### src/hw/eth_dma_pkg.sv
// Transmit DMA data-link definitions: state encoding, descriptor field widths
// and burst sizing, shared by the FSM, the descriptor select and the word counter
`default_nettype none

package eth_dma_pkg;

	// ==================
	// data-link state
	// ==================

	// one-hot, bit positions follow the full tx/rx data link
	// arbitration and rx data are not present on this side
	typedef enum logic [5:0] {
		DL_IDLE       = 6'b000001,
		DL_DESCRIPTOR = 6'b000100,
		DL_TX_DATA    = 6'b001000,
		DL_END        = 6'b100000
	} dl_state_e;

	// ==================
	// descriptor fields
	// ==================

	// byte length, low 12 bits of tdesN2
	typedef logic [11:0] tx_len_t;
	// words still to be fetched for one descriptor
	typedef logic [9:0] word_cnt_t;
	// up to four descriptors
	typedef logic [1:0] des_idx_t;

	// words in one INCR4 burst
	localparam int BURST_WORDS = 4;
	// cycles spent in END before the next descriptor
	localparam int ENDING_CYCLES = 2;

endpackage

`default_nettype wire

### src/hw/ahb_pkg.sv
// AHB bus widths and transfer encodings
// imported by the DMA read master, the word FIFO and the request interface
`default_nettype none

package ahb_pkg;

	// address and data words
	typedef logic [31:0] ahb_addr_t;
	typedef logic [31:0] ahb_data_t;

	// transfer type, BUSY is never issued by this master
	typedef enum logic [1:0] {
		HTRANS_IDLE   = 2'b00,
		HTRANS_NONSEQ = 2'b10,
		HTRANS_SEQ    = 2'b11
	} htrans_e;

	// only word transfers
	localparam logic [2:0] HSIZE_WORD = 3'b010;

	// burst types in use
	typedef enum logic [2:0] {
		HBURST_SINGLE = 3'b000,
		HBURST_INCR4  = 3'b011
	} hburst_e;

	// hresp code
	localparam logic [1:0] HRESP_ERROR = 2'b01;

endpackage

`default_nettype wire
### src/hw/dma_req_if.sv
// One transfer request from the word counter to the AHB master,
// and the words that the master returns to the FIFO
`default_nettype none

interface dma_req_if;
	import ahb_pkg::*;

	// request levels, held until ack
	logic      single_req;
	logic      burst_req;
	// word address of the first beat
	ahb_addr_t addr;
	// one-cycle pulse when the master takes the request
	logic      ack;
	// returned read data, one word per accepted data phase
	ahb_data_t data;
	logic      data_valid;
	// last beat of the accepted request
	logic      once_finish;

	modport counter (output single_req, burst_req, addr, input ack, once_finish);
	modport master (input single_req, burst_req, addr, output ack, data, data_valid, once_finish);
	modport fifo (input data, data_valid);

endinterface

`default_nettype wire

### src/hw/eth_dma_tx_top.sv
// Transmit side of the Ethernet MAC DMA data link
// descriptors in, AHB reads out, words towards the protocol engine
`default_nettype none

module eth_dma_tx_top #(
	parameter int FIFO_DEPTH = 16
) (
	input  logic        ahb_hclk,
	input  logic        ahb_hrstn,
	input  logic        txdb_enable,
	input  logic        ahbmst_logic_clr,
	input  logic [1:0]  r_tdes_num,
	input  logic [31:0] r_tdes00,
	input  logic [31:0] r_tdes02,
	input  logic [31:0] r_tdes10,
	input  logic [31:0] r_tdes12,
	input  logic [31:0] r_tdes20,
	input  logic [31:0] r_tdes22,
	input  logic [31:0] r_tdes30,
	input  logic [31:0] r_tdes32,
	input  logic        ahb_hready,
	input  logic [1:0]  ahb_hresp,
	input  logic [31:0] ahb_hrdata,
	input  logic        txdb_pe2fifo_rdreq,
	output logic [1:0]  ahb_htrans,
	output logic [2:0]  ahb_hsize,
	output logic        ahb_hwrite,
	output logic [2:0]  ahb_hburst,
	output logic [31:0] ahb_haddr,
	output logic [31:0] txdb_fifo2pe_rdata,
	output logic        txdb_fifo2pe_empty,
	output logic        txdb_data_ready,
	output logic        txdb_process_doing,
	output logic        txdb_enable_end,
	output logic        dl_ahbmst_error,
	output logic        int_status_dma_hresp_error,
	output logic        int_status_dma_process_finish
);

	// ==================
	// internal wiring
	// ==================

	logic                        descriptor_load;
	logic                        advance;
	logic                        process_start;
	logic                        process_finish;
	logic                        last;
	logic                        error;
	logic [31:0]                 tx_address;
	logic [11:0]                 tx_length;
	logic [$clog2(FIFO_DEPTH):0] fifo_free;

	// counter to master to fifo
	dma_req_if req_bus ();

	// tx_doing doubles as the process-doing status
	dma_datalink_fsm u_fsm (
		.ahb_hclk                      (ahb_hclk),
		.ahb_hrstn                     (ahb_hrstn),
		.txdb_enable                   (txdb_enable),
		.ahbmst_logic_clr              (ahbmst_logic_clr),
		.process_finish                (process_finish),
		.last                          (last),
		.descriptor_load               (descriptor_load),
		.advance                       (advance),
		.tx_doing                      (txdb_process_doing),
		.process_start                 (process_start),
		.txdb_enable_end               (txdb_enable_end),
		.int_status_dma_process_finish (int_status_dma_process_finish)
	);

	descriptor_select u_descriptor (
		.ahb_hclk         (ahb_hclk),
		.ahb_hrstn        (ahb_hrstn),
		.ahbmst_logic_clr (ahbmst_logic_clr),
		.descriptor_load  (descriptor_load),
		.advance          (advance),
		.r_tdes_num       (r_tdes_num),
		.r_tdes00         (r_tdes00),
		.r_tdes02         (r_tdes02),
		.r_tdes10         (r_tdes10),
		.r_tdes12         (r_tdes12),
		.r_tdes20         (r_tdes20),
		.r_tdes22         (r_tdes22),
		.r_tdes30         (r_tdes30),
		.r_tdes32         (r_tdes32),
		.tx_address       (tx_address),
		.tx_length        (tx_length),
		.last             (last)
	);

	dma_word_counter #(
		.FIFO_DEPTH (FIFO_DEPTH)
	) u_counter (
		.ahb_hclk         (ahb_hclk),
		.ahb_hrstn        (ahb_hrstn),
		.ahbmst_logic_clr (ahbmst_logic_clr),
		.tx_doing         (txdb_process_doing),
		.process_start    (process_start),
		.tx_address       (tx_address),
		.tx_length        (tx_length),
		.fifo_free        (fifo_free),
		.error            (error),
		.req              (req_bus),
		.process_finish   (process_finish)
	);

	ahb_read_master u_master (
		.ahb_hclk                   (ahb_hclk),
		.ahb_hrstn                  (ahb_hrstn),
		.ahbmst_logic_clr           (ahbmst_logic_clr),
		.ahb_hready                 (ahb_hready),
		.ahb_hresp                  (ahb_hresp),
		.ahb_hrdata                 (ahb_hrdata),
		.req                        (req_bus),
		.ahb_htrans                 (ahb_htrans),
		.ahb_hsize                  (ahb_hsize),
		.ahb_hwrite                 (ahb_hwrite),
		.ahb_hburst                 (ahb_hburst),
		.ahb_haddr                  (ahb_haddr),
		.error                      (error),
		.dl_ahbmst_error            (dl_ahbmst_error),
		.int_status_dma_hresp_error (int_status_dma_hresp_error)
	);

	tx_word_fifo #(
		.FIFO_DEPTH (FIFO_DEPTH)
	) u_fifo (
		.ahb_hclk           (ahb_hclk),
		.ahb_hrstn          (ahb_hrstn),
		.ahbmst_logic_clr   (ahbmst_logic_clr),
		.txdb_pe2fifo_rdreq (txdb_pe2fifo_rdreq),
		.req                (req_bus),
		.txdb_fifo2pe_rdata (txdb_fifo2pe_rdata),
		.txdb_fifo2pe_empty (txdb_fifo2pe_empty),
		.txdb_data_ready    (txdb_data_ready),
		.fifo_free          (fifo_free)
	);

endmodule

`default_nettype wire

### src/hw/tx_word_fifo.sv
// Word FIFO between the DMA read side and the transmit protocol engine
// head word is shown while not empty, rdreq pops it
`default_nettype none

module tx_word_fifo #(
	parameter int FIFO_DEPTH = 16
) (
	input  logic                        ahb_hclk,
	input  logic                        ahb_hrstn,
	input  logic                        ahbmst_logic_clr,
	input  logic                        txdb_pe2fifo_rdreq,
	dma_req_if.fifo                     req,
	output ahb_pkg::ahb_data_t          txdb_fifo2pe_rdata,
	output logic                        txdb_fifo2pe_empty,
	output logic                        txdb_data_ready,
	output logic [$clog2(FIFO_DEPTH):0] fifo_free
);
	import ahb_pkg::*;

	localparam int AW = $clog2(FIFO_DEPTH);
	localparam int CW = AW + 1;

	ahb_data_t     mem [FIFO_DEPTH];
	logic [AW-1:0] wr_ptr;
	logic [AW-1:0] rd_ptr;
	logic [AW:0]   count;
	logic          pop;

	assign pop = txdb_pe2fifo_rdreq && !txdb_fifo2pe_empty;
	assign txdb_fifo2pe_empty = count == '0;
	assign txdb_data_ready = !txdb_fifo2pe_empty;
	assign txdb_fifo2pe_rdata = mem[rd_ptr];
	// the counter sizes its requests from this
	assign fifo_free = CW'(FIFO_DEPTH) - count;

	always_ff @(posedge ahb_hclk)
	begin
		if (req.data_valid)
			mem[wr_ptr] <= req.data;
	end

	// pointers wrap on the power-of-two depth
	always_ff @(posedge ahb_hclk or negedge ahb_hrstn)
	begin
		if (!ahb_hrstn)
		begin
			wr_ptr <= '0;
			rd_ptr <= '0;
			count <= '0;
		end
		else if (ahbmst_logic_clr)
		begin
			wr_ptr <= '0;
			rd_ptr <= '0;
			count <= '0;
		end
		else
		begin
			wr_ptr <= wr_ptr + AW'(req.data_valid);
			rd_ptr <= rd_ptr + AW'(pop);
			count <= count + CW'(req.data_valid) - CW'(pop);
		end
	end

endmodule

`default_nettype wire

### src/hw/ahb_read_master.sv
// AHB read master for single and INCR4 transfers
// address and data phases overlap; an error response aborts the transfer
`default_nettype none

module ahb_read_master (
	input  logic               ahb_hclk,
	input  logic               ahb_hrstn,
	input  logic               ahbmst_logic_clr,
	input  logic               ahb_hready,
	input  logic [1:0]         ahb_hresp,
	input  ahb_pkg::ahb_data_t ahb_hrdata,
	dma_req_if.master          req,
	output ahb_pkg::htrans_e   ahb_htrans,
	output logic [2:0]         ahb_hsize,
	output logic               ahb_hwrite,
	output ahb_pkg::hburst_e   ahb_hburst,
	output ahb_pkg::ahb_addr_t ahb_haddr,
	output logic               error,
	output logic               dl_ahbmst_error,
	output logic               int_status_dma_hresp_error
);
	import ahb_pkg::*;
	import eth_dma_pkg::*;

	// a request has been taken and not all beats returned
	logic       active;
	// a data phase is on the bus
	logic       dph_valid;
	// address phases still to issue after the current one
	logic [1:0] addr_left;
	// data beats still to return
	logic [2:0] data_left;
	logic       addr_done;

	assign addr_done = (ahb_htrans != HTRANS_IDLE) && ahb_hready;

	// first error cycle already ends the transfer
	assign error = dph_valid && (ahb_hresp == HRESP_ERROR);
	assign int_status_dma_hresp_error = error;

	// read only, word sized
	assign ahb_hsize = HSIZE_WORD;
	assign ahb_hwrite = 1'b0;

	assign req.ack = !active && (req.single_req || req.burst_req) && !ahbmst_logic_clr;
	assign req.data = ahb_hrdata;
	assign req.data_valid = dph_valid && ahb_hready && !error;
	assign req.once_finish = req.data_valid && (data_left == 3'd1);

	always_ff @(posedge ahb_hclk or negedge ahb_hrstn)
	begin
		if (!ahb_hrstn)
		begin
			active <= 1'b0;
			dph_valid <= 1'b0;
			addr_left <= '0;
			data_left <= '0;
			ahb_htrans <= HTRANS_IDLE;
			ahb_hburst <= HBURST_SINGLE;
			ahb_haddr <= '0;
			dl_ahbmst_error <= 1'b0;
		end
		// abort, the error flag holds until the logic clear
		else if (ahbmst_logic_clr || error)
		begin
			active <= 1'b0;
			dph_valid <= 1'b0;
			addr_left <= '0;
			data_left <= '0;
			ahb_htrans <= HTRANS_IDLE;
			dl_ahbmst_error <= !ahbmst_logic_clr;
		end
		// first address phase
		else if (req.ack)
		begin
			active <= 1'b1;
			ahb_haddr <= req.addr;
			ahb_htrans <= HTRANS_NONSEQ;
			ahb_hburst <= req.burst_req ? HBURST_INCR4 : HBURST_SINGLE;
			addr_left <= req.burst_req ? 2'(BURST_WORDS - 1) : 2'd0;
			data_left <= req.burst_req ? 3'(BURST_WORDS) : 3'd1;
		end
		else
		begin
			// address accepted, its data phase starts
			if (addr_done)
			begin
				dph_valid <= 1'b1;
				if (addr_left != '0)
				begin
					ahb_haddr <= ahb_haddr + 32'd4;
					ahb_htrans <= HTRANS_SEQ;
					addr_left <= addr_left - 2'd1;
				end
				else
					ahb_htrans <= HTRANS_IDLE;
			end
			else if (req.data_valid)
				dph_valid <= 1'b0;

			if (req.data_valid)
			begin
				data_left <= data_left - 3'd1;
				if (req.once_finish)
					active <= 1'b0;
			end
		end
	end

endmodule

`default_nettype wire

### src/hw/dma_word_counter.sv
// Words remaining in the current descriptor; raises burst or single read
// requests when the FIFO has room and signals the end of the descriptor
`default_nettype none

module dma_word_counter #(
	parameter int FIFO_DEPTH = 16
) (
	input  logic                        ahb_hclk,
	input  logic                        ahb_hrstn,
	input  logic                        ahbmst_logic_clr,
	input  logic                        tx_doing,
	input  logic                        process_start,
	input  ahb_pkg::ahb_addr_t          tx_address,
	input  eth_dma_pkg::tx_len_t        tx_length,
	input  logic [$clog2(FIFO_DEPTH):0] fifo_free,
	input  logic                        error,
	dma_req_if.counter                  req,
	output logic                        process_finish
);
	import eth_dma_pkg::*;

	localparam int FW = $clog2(FIFO_DEPTH) + 1;

	word_cnt_t words_left;
	// a request is raised or its beats are still returning
	logic      pending;
	logic      want_burst;
	logic      want_single;

	// full burst only with four words left and four free entries
	assign want_burst = (words_left >= word_cnt_t'(BURST_WORDS))
		&& (fifo_free >= FW'(BURST_WORDS));
	// tail words go one at a time
	assign want_single = (words_left != '0) && (words_left < word_cnt_t'(BURST_WORDS))
		&& (fifo_free != '0);

	// count is stale on the load cycle
	assign process_finish = tx_doing && !process_start
		&& (((words_left == '0) && !pending) || error);

	always_ff @(posedge ahb_hclk or negedge ahb_hrstn)
	begin
		if (!ahb_hrstn)
		begin
			words_left <= '0;
			pending <= 1'b0;
			req.burst_req <= 1'b0;
			req.single_req <= 1'b0;
			req.addr <= '0;
		end
		else if (ahbmst_logic_clr)
		begin
			words_left <= '0;
			pending <= 1'b0;
			req.burst_req <= 1'b0;
			req.single_req <= 1'b0;
		end
		// the master has dropped the transfer
		else if (error)
		begin
			pending <= 1'b0;
			req.burst_req <= 1'b0;
			req.single_req <= 1'b0;
		end
		// byte length rounded up to words
		else if (process_start)
		begin
			words_left <= tx_length[11:2] + word_cnt_t'(|tx_length[1:0]);
			req.addr <= tx_address;
		end
		else if (req.ack)
		begin
			req.addr <= req.addr + (req.burst_req ? 32'(BURST_WORDS * 4) : 32'd4);
			words_left <= words_left - (req.burst_req ? word_cnt_t'(BURST_WORDS) : 10'd1);
			req.burst_req <= 1'b0;
			req.single_req <= 1'b0;
		end
		// next request waits for the last beat
		else if (req.once_finish)
			pending <= 1'b0;
		else if (tx_doing && !pending && (want_burst || want_single))
		begin
			pending <= 1'b1;
			req.burst_req <= want_burst;
			req.single_req <= !want_burst;
		end
	end

endmodule

`default_nettype wire

### src/hw/descriptor_select.sv
// Descriptor index and latched buffer address and byte length
// the FSM loads a descriptor and advances after each one
`default_nettype none

module descriptor_select (
	input  logic                 ahb_hclk,
	input  logic                 ahb_hrstn,
	input  logic                 ahbmst_logic_clr,
	input  logic                 descriptor_load,
	input  logic                 advance,
	input  eth_dma_pkg::des_idx_t r_tdes_num,
	input  ahb_pkg::ahb_data_t   r_tdes00,
	input  ahb_pkg::ahb_data_t   r_tdes02,
	input  ahb_pkg::ahb_data_t   r_tdes10,
	input  ahb_pkg::ahb_data_t   r_tdes12,
	input  ahb_pkg::ahb_data_t   r_tdes20,
	input  ahb_pkg::ahb_data_t   r_tdes22,
	input  ahb_pkg::ahb_data_t   r_tdes30,
	input  ahb_pkg::ahb_data_t   r_tdes32,
	output ahb_pkg::ahb_addr_t   tx_address,
	output eth_dma_pkg::tx_len_t tx_length,
	output logic                 last
);
	import eth_dma_pkg::*;

	des_idx_t idx;

	// r_tdes_num holds the descriptor count minus one
	assign last = idx == r_tdes_num;

	// back to the first descriptor once the request ends
	always_ff @(posedge ahb_hclk or negedge ahb_hrstn)
	begin
		if (!ahb_hrstn)
			idx <= '0;
		else if (ahbmst_logic_clr)
			idx <= '0;
		else if (advance)
			idx <= last ? '0 : idx + 2'd1;
	end

	// buffer address from tdesN0, length from the low bits of tdesN2
	always_ff @(posedge ahb_hclk)
	begin
		if (descriptor_load)
		begin
			case (idx)
			2'd0:
			begin
				tx_address <= r_tdes00;
				tx_length <= tx_len_t'(r_tdes02[11:0]);
			end
			2'd1:
			begin
				tx_address <= r_tdes10;
				tx_length <= tx_len_t'(r_tdes12[11:0]);
			end
			2'd2:
			begin
				tx_address <= r_tdes20;
				tx_length <= tx_len_t'(r_tdes22[11:0]);
			end
			default:
			begin
				tx_address <= r_tdes30;
				tx_length <= tx_len_t'(r_tdes32[11:0]);
			end
			endcase
		end
	end

endmodule

`default_nettype wire

### src/hw/dma_datalink_fsm.sv
// Transmit request register and one-hot data-link FSM
// walks idle, descriptor, tx data and end once per descriptor
`default_nettype none

module dma_datalink_fsm (
	input  logic ahb_hclk,
	input  logic ahb_hrstn,
	input  logic txdb_enable,
	input  logic ahbmst_logic_clr,
	input  logic process_finish,
	input  logic last,
	output logic descriptor_load,
	output logic advance,
	output logic tx_doing,
	output logic process_start,
	output logic txdb_enable_end,
	output logic int_status_dma_process_finish
);
	import eth_dma_pkg::*;

	dl_state_e  current_state;
	dl_state_e  next_state;
	logic       tx_req;
	// registered state flags, aligned with current_state
	logic       st_descriptor;
	logic       st_tx_data;
	logic       st_end;
	logic       start_q;
	logic [1:0] end_cnt;
	logic       end_done;
	logic       finish;

	// one descriptor done
	assign finish = st_tx_data && process_finish;
	assign end_done = st_end && (end_cnt == 2'(ENDING_CYCLES - 1));

	assign descriptor_load = st_descriptor;
	assign tx_doing = st_tx_data;
	assign process_start = start_q;
	assign advance = finish;
	assign int_status_dma_process_finish = finish;
	assign txdb_enable_end = finish && last;

	// ==================
	// transmit request
	// ==================

	// set by the enable level, dropped when the last descriptor ends
	always_ff @(posedge ahb_hclk or negedge ahb_hrstn)
	begin
		if (!ahb_hrstn)
			tx_req <= 1'b0;
		else if (ahbmst_logic_clr || txdb_enable_end)
			tx_req <= 1'b0;
		else if (txdb_enable)
			tx_req <= 1'b1;
	end

	// ==================
	// state machine
	// ==================

	always_comb
	begin
		next_state = current_state;
		if (ahbmst_logic_clr)
			next_state = DL_IDLE;
		else
		begin
			case (current_state)
			DL_IDLE:
				if (tx_req)
					next_state = DL_DESCRIPTOR;
			// fields are latched during this single cycle
			DL_DESCRIPTOR:
				next_state = DL_TX_DATA;
			DL_TX_DATA:
				if (process_finish)
					next_state = DL_END;
			// request already cleared after the last descriptor
			DL_END:
				if (end_done)
					next_state = tx_req ? DL_DESCRIPTOR : DL_IDLE;
			default:
				next_state = DL_IDLE;
			endcase
		end
	end

	always_ff @(posedge ahb_hclk or negedge ahb_hrstn)
	begin
		if (!ahb_hrstn)
		begin
			current_state <= DL_IDLE;
			st_descriptor <= 1'b0;
			st_tx_data <= 1'b0;
			st_end <= 1'b0;
			start_q <= 1'b0;
		end
		else
		begin
			current_state <= next_state;
			st_descriptor <= next_state == DL_DESCRIPTOR;
			st_tx_data <= next_state == DL_TX_DATA;
			st_end <= next_state == DL_END;
			// first cycle of tx data
			start_q <= (next_state == DL_TX_DATA) && !st_tx_data;
		end
	end

	// cycles spent in END
	always_ff @(posedge ahb_hclk or negedge ahb_hrstn)
	begin
		if (!ahb_hrstn)
			end_cnt <= '0;
		else if (st_end && !end_done)
			end_cnt <= end_cnt + 2'd1;
		else
			end_cnt <= '0;
	end

endmodule

`default_nettype wire

### config.mk
export PLATFORM = sky130hd
export DESIGN_NAME = eth_dma_tx_top
export DESIGN_NICKNAME = d
export VERILOG_FILES = /design/src/hw/eth_dma_pkg.sv /design/src/hw/ahb_pkg.sv /design/src/hw/dma_req_if.sv /design/src/hw/eth_dma_tx_top.sv /design/src/hw/tx_word_fifo.sv /design/src/hw/ahb_read_master.sv /design/src/hw/dma_word_counter.sv /design/src/hw/descriptor_select.sv /design/src/hw/dma_datalink_fsm.sv
export SDC_FILE = /design/constraint.sdc
export NUM_CORES = 1
export LEC_CHECK = 0
export ABC_AREA = 1
export BUFFER_PORTS_ARGS = -buffer_cell sky130_fd_sc_hd__buf_2
export CORE_ASPECT_RATIO = 0.7
export CORE_MARGIN = 2
export CORE_UTILIZATION = 30
export DETAILED_ROUTE_END_ITERATION = 10
export MAX_ROUTING_LAYER = met4
export PLACE_DENSITY_LB_ADDON = 0.12
export SLEW_MARGIN = 40
export SYNTH_ARGS = -nofsm -noshare
export SYNTH_HDL_FRONTEND = slang
export SYNTH_SLANG_ARGS = --single-unit
### constraint.sdc
create_clock -name ahb_hclk -period 2.8 [get_ports ahb_hclk]
set_input_delay 0.28 -clock ahb_hclk [delete_from_list [all_inputs] [get_ports ahb_hclk]]
set_output_delay 0.28 -clock ahb_hclk [all_outputs]
set_load 0.1 [all_outputs]
==> metrics.md, run 1 <==
| Metric | Value |
|---|---|
| Vias in the first global route | about 22k |
| Met3 Usage GRT | 3.86% |
| Routed wire per std cell | ~22 um |
| Post-Syn Area | 0.0304 mm2 |
| Worst-margin pin slew | 0.656 ns |
| Effective utilization at floorplan | between 30 and 40% |
| FMAX | 357 MHz |
| Grt ovf | 0 |
| Total wire length | 101 mm |
| Largest net degree at the start of global routing | 96 |
| GR Util met1 | 28.6% |
| Start point of the critical path | u_fifo.rd_ptr[0] |
| First-pass GRT wire length | 145 mm |
| FILL cells | roughly 9.8k |
| Startpoint types | flop |
| Synthesis-stage register bit count | about 670 |
| Syn Inst Count | approximately 2.7k |
| Synth warn | 0 |
| First-pass DRT Iterations | 8 |
| Core Footprint | 0.100 mm2 |
| Met2 Use GR | about 27% |
| Outcome | finished with violations |
| Grt peak-use layer | met1 |
| Worst VDD drop | slightly below 0.0008 V |
| Crit end category | output port |
| Die ar. | 0.104 mm2 |
| Final hold vios | 0 |
| Worst Path Arrival | 2.52 ns |
| Via count | 22.7k |
| Row cnt | between 90 and 100 |
| Htree depth | 3 |
| 1st-iter DRT viols | 1826 |
| IO Count | approximately 380 |
| Layout cells sized above 1 | a little under a fifth |
| CP Data Required Time | 2.52 ns |
| Max cap viols | 0 |
| Die H | 270 um |
| CTS tree | yes |
| Post-synthesis sequential area ratio | 64.4% |
| Number of buffers created by CTS | 75 |
| Fin Hold WS | ~0.051 ns |
| DPL Wire Length | roughly 60 mm |
| Worst Hold Class | input pin to flop |
| Final Skew | about 0.031 ns |
| Pwr/cell area | 911 mW/mm2 |
| Commonest non-fill, non-tap cell in the layout | edfxtp_1 |
| Fin crit period | 2.80 ns |
| Design area | 0.0385 mm2 |
| Count of input and output buffers | 292 |
| RSZ-0062 raised after global routing | yes |
| Final period util | 99.9% |
| Worst r2r src | u_fifo.count[2] |
| CP Class | flop to output port |
| Syn-to-layout area delta | 26.7% |
| Final slew viol count | 0 |
| DRC viols | 3 |
| GP Congestion | 0.922 |
| Antenna violations before repair | 5 |
| HP Start | r_tdes00[15] |
| Leakage | 14.5 nW |
| Die span in x | 385 um |
| Antenna-violating nets left | 0 |
| Global router's overall resource usage | 19.3% |
| Drt via density | 4.98 |
| Most frequent cells in the layout | edfxtp_1 (556), nand2_1 (334), inv_1 (274) |
| Power Total | roughly 35 mW |
| Failing checks | design-rule violations |
| CTS Buffer Depth | 3 |
| CTS clk-pin slew, worst paths | 0.06 ns |
| CP Max Fanout | 43 |
| Dpl cell area | between 0.03 and 0.04 mm2 |
| Setup violations, final | 0 |
| Fin nets | 3478 |
| Worst-Skew Late Latency | 0.66 ns |
| Max_slew headroom | 55.9% |
| Unique cell type count in the Yosys netlist | 44 |
| Syn Area/Cell | 11.1 um2 |
| Clock root cell | clkbuf_16 |
| Sink Count | 672 |
synth_stat cells (all sizes together):
master	instances	area, um2
edfxtp	556	16700
nand2	359	1360
o21ai	298	1490
inv	279	1050
a21oi	228	1140
nor2	154	581
o211ai	135	1010
nand3	129	646
mux2i	128	1280
dfrtp	115	2880
clkbuf	98	368
buf	53	303
a22o	44	385
nor3	30	166
ha	29	363
nand4	20	125
o22ai	13	81.3
xor2	12	105
nand3b	8	60.1
a22oi	6	45.0
a31oi	6	37.5
or2	5	31.3
xnor2	5	43.8
clkinv	3	12.5
nor3b	3	22.5
o31ai	3	22.5
conb	2	7.51
mux2	2	22.5
a211oi	1	7.51
dfstp	1	26.3
fa	1	20.0
nor4b	1	8.76
o21a	1	7.51
o21bai	1	7.51
cell families after synthesis:
| kind of cell | after synthesis | share of synthesized area [%] |
|---|---|---|
| compound gates | 736 | 13.9 |
| xor+xnor | 17 | 0.490 |
| fa+ha+maj | 30 | 1.26 |
| buf+inv | 433 | 5.69 |
| flops | 672 | 64.4 |
| mux | 130 | 4.29 |
| other cells | 2 | 0.0247 |
| simple gates | 709 | 9.86 |
worst max-delay path, stage by stage, from the launching register on:
cell and delay [ns]:
dfrtp_4 0.55, buf_8 0.18, buf_16 0.19, a21oi_1 0.17, o21ai_0 0.11, o211ai_1 0.11
o211ai_1 0.13, nand2_1 0.18, buf_12 0.19
flip-flops by register name, indices dropped and copies added, names as in the netlist, 3 cells and up:
signal	count
u_fifo.mem	512
u_master.ahb_haddr	32
u_counter.req.addr	32
u_counter.words_left	10
u_descriptor.tx_address	32
u_fifo.wr_ptr	4
u_master.data_left	3
u_descriptor.tx_length	12
u_fifo.rd_ptr	4
u_fsm.current_state	6
u_fifo.count	5
per-stage QoR:
step                      setup TNS (ns)  setup WS (ns)  util (%)  instances
after floorplan                   -76.02         -0.148         -       2734
after global placement                 0          0.121      34.4       4282
after detailed placement               0          0.173      34.4       4282
after CTS                         -0.787        -0.0886      38.1       4532
after global routing               -2.35         -0.138      38.4       4547
final                                  0        0.00239      38.4       4547
where the power goes:
part / internal, mW / switching (mW) / leakage, nW
logic: 4.30 / 8.93 / 6.86
clock network: 5.39 / 4.22 / 1.16
registers: 11.4 / 0.833 / 6.48
total: 21.1 / 14.0 / 14.5
what timing repair did:
item,in CTS,in global routing
pin swaps,23,30
hold buffers,102,0
resized for setup,45,61
setup endpoints to repair,34,33
setup buffers,8,7
gates cloned,4,9
hold endpoints to repair,663,0
path summary, 6_finish.rpt:
| path | end | slack, ns | cells after the start |
|---|---|---|---|
| worst min-delay path | u_descriptor.tx_address[15] | 0.05 | 3 |
| worst min register to register | u_fsm.end_cnt[0] | 0.43 | 1 |
| worst max-delay path | txdb_fifo2pe_rdata[9] | 0.002 | 8 |
| min in group asynchronous | u_master.ahb_haddr[0] | 0.10 | 2 |
| worst max register to register | u_fifo.count[4] | 0.25 | 15 |
| max in group asynchronous | u_master.ahb_haddr[18] | 1.94 | 3 |
layout make-up:
type | instances | area (um2) | share of cell area [%]
inverters | 282 | 1070 | 2.77
multi-input cells | 1629 | 9350 | 24.2
flip-flops and latches | 672 | 19600 | 50.9
diodes | 2 | 5.00 | 0.0130
clock buffers | 91 | 1990 | 5.16
repair buffers | 490 | 4470 | 11.6
clock inverters | 45 | 375 | 0.974
well taps | 1336 | 1670 | 4.34
metal layers:
| layer | up-vias | share of wire (%) | wire length [um] |
|---|---|---|---|
| li1 | 10600 | - | - |
| met1 | 11400 | 50 | 50100 |
| met2 | 565 | 43 | 43200 |
| met3 | 104 | 5.7 | 5720 |
| met4 | 0 | 1.6 | 1600 |
| met5 | - | 0 | 0 |
Note: power is estimated with default switching activity, not from simulation.
==> run 2: changes to the inputs <==
Clock period 2.8 ns to 3.1 ns, I/O delays scaled along.
==> run 2 against run 1 <==
  * The run still ends with design-rule violations left
  * Die area unchanged
  * Critical path depth stayed put
  * Setup slack better by 0.17 ns
  * Global-route usage fell by 0.60 points
  * Via count is 3.1% lower
  * Sequential power shrank 9.8%
  * Routed wire length fell by 4.9%
  * Critical endpoint is now txdb_fifo2pe_rdata[13]
  * Total power decreased by 12%
  * Clock skew down 0.011 ns
  * Worst hold slack lost 0.0049 ns
  * Sequential share of layout area rose by 1.8 points
  * Largest cell class unchanged
  * Clock power is 8.6% lower
==> metrics.md, run 2 (synthesized netlist as in run 1, its figures left out) <==
| Metric | Value |
|---|---|
| FILL cells | 9926 |
| Final period util | a little over nine tenths |
| Setup TNS | 0 ns |
| FF+latch area | 0.0196 mm2 |
| Max cap viols | 0 |
| Crit end category | output port |
| CTS clk-pin slew, worst paths | 0.06 ns |
| DPL Wire Length | roughly 60 mm |
| Worst-margin pin slew | roughly 0.71 ns |
| Startpoint types | flop |
| Reg with most FFs | u_fifo.mem |
| DRC viols | 1 |
| Effective utilization at floorplan | 30.3% |
| Design area | 0.0373 mm2 |
| Max_slew headroom | 52.4% |
| Most frequent cells in the layout | edfxtp_1 (556), nand2_1 (356), o21ai_0 (279) |
| CTS Buffer Depth | 3 |
| Count of input and output buffers | 292 |
| Layout cells sized above 1 | 16.6% |
| FMAX | approximately 340 MHz |
| Setup violations, final | 0 |
| First-pass DRT Iterations | 8 |
| Total wire length | ~96 mm |
| Core Footprint | between 0.1 and 0.15 mm2 |
| Die span in x | 385 um |
| Number of buffers created by CTS | 75 |
| Commonest non-fill, non-tap cell in the layout | edfxtp_1 |
| Fin crit period | 2.92 ns |
| Via count | between 20k and 25k |
| Dpl cell area | 0.0344 mm2 |
| GP Congestion | just over 0.9 |
| CP Class | flop to output port |
| Fin nets | ~3.4k |
| First-pass GRT wire length | between 100 and 150 mm |
| Global router's overall resource usage | about a fifth |
| Pwr/cell area | 828 mW/mm2 |
| Grt ovf | 0 |
| Antenna-violating nets left | 0 |
| CP Data Required Time | 2.79 ns |
| Syn-to-layout area delta | 22.5% |
| Outcome | finished with violations |
| Worst Hold Class | input pin to flop |
| Die ar. | 0.104 mm2 |
| IO Count | 378 |
| Largest net degree at the start of global routing | 89 |
| Htree depth | 3 |
| Post-Place Cells | between 4k and 5k |
| Sink Count | 672 |
| 1st-iter DRT viols | 1682 |
| Worst VDD drop | 0.000666 V |
| Multi-input gate area in the final layout | between 0.009 and 0.01 mm2 |
| CP Max Fanout | 17 |
| Failing checks | design-rule violations |
| Routed wire per std cell | 21.5 um |
| Die H | 270 um |
| Worst-Skew Late Latency | 0.63 ns |
| Fin Hold WS | 0.0456 ns |
| Leakage | approximately 14 nW |
| Final hold vios | 0 |
| Row cnt | 97 |
| Drt via density | 4.92 |
| Final Skew | ~0.020 ns |
| Final instance count without filler cells | 4460 |
| Final slew viol count | 0 |
| RSZ-0062 raised after global routing | no |
| Vias in the first global route | between 20k and 25k |
| CTS tree | yes |
| Antenna violations before repair | 7 |
| Worst Path Arrival | 2.61 ns |
| Max reg flops | between 500 and 600 |
| Clock root cell | clkbuf_16 |
## run 2: repair_timing
action	CTS	global route
endpoints found under the hold margin	63	0
buffers inserted	1	8
gates resized for setup	0	3
setup endpoints to repair	8	9
hold buffers	34	0
## run 2: critical path: stages, from the launching register on
cell	delay [ns]
dfrtp_4	0.61
buf_6	0.21
buf_8	0.16
a21oi_1	0.15
o21ai_0	0.10
o211ai_1	0.09
o211ai_1	0.13
nand2_1	0.29
buf_12	0.22
## run 2: layout make-up
class | instances | share of cell area [%]
Tap cell | 1336 | 4.49
Inverter | 282 | 2.85
Clock inverter | 41 | 1.08
Sequential cell | 672 | 52.7
Antenna cell | 4 | 0.0269
Timing Repair Buffer | 404 | 8.72
Multi-Input combinational cell | 1629 | 24.8
Clock buffer | 92 | 5.38
## run 2: layer usage
metal	global-route usage [%]	routed length [um]	part of all wire, %	vias to the layer above
li1	-	-	-	10400
met1	27.9	47900	50	10800
met2	26.2	40300	42	575
met3	3.22	5610	5.9	121
met4	4.27	1880	2.0	0
met5	-	0	0	-
## run 2: worst paths after layout
check / from / endpoint / slack [ns] / cells past startpoint
hold / removal: r_tdes30[3] / u_descriptor.tx_address[3] / 0.05 / 3
min in group asynchronous: ahb_hrstn / u_counter.req.addr[5] / 0.20 / 2
setup reg to reg: u_fifo.count[2] / u_fifo.count[4] / 0.41 / 15
setup / recovery: u_fifo.rd_ptr[0] / txdb_fifo2pe_rdata[13] / 0.18 / 8
hold reg to reg: u_fsm.end_cnt[0] / u_fsm.end_cnt[0] / 0.43 / 1
max in group asynchronous: ahb_hrstn / u_master.ahb_haddr[16] / 1.96 / 3
## run 2: power by group
group	internal [mW]	switching, mW
Sequential	10.3	0.762
Combinational	3.29	7.68
Clock	5.04	3.74
## run 2: per-stage QoR
step | util, % | setup WS, ns | total power, mW
finish | 37.2 | 0.177 | 30.8
global route | 37.2 | 0.0100 | 32.4
CTS | 37.1 | 0.00797 | 31.1
detailed placement | 34.3 | 0.424 | 22.1
global placement | 34.3 | 0.341 | 22.0
floorplan | - | 0.0687 | 18.6
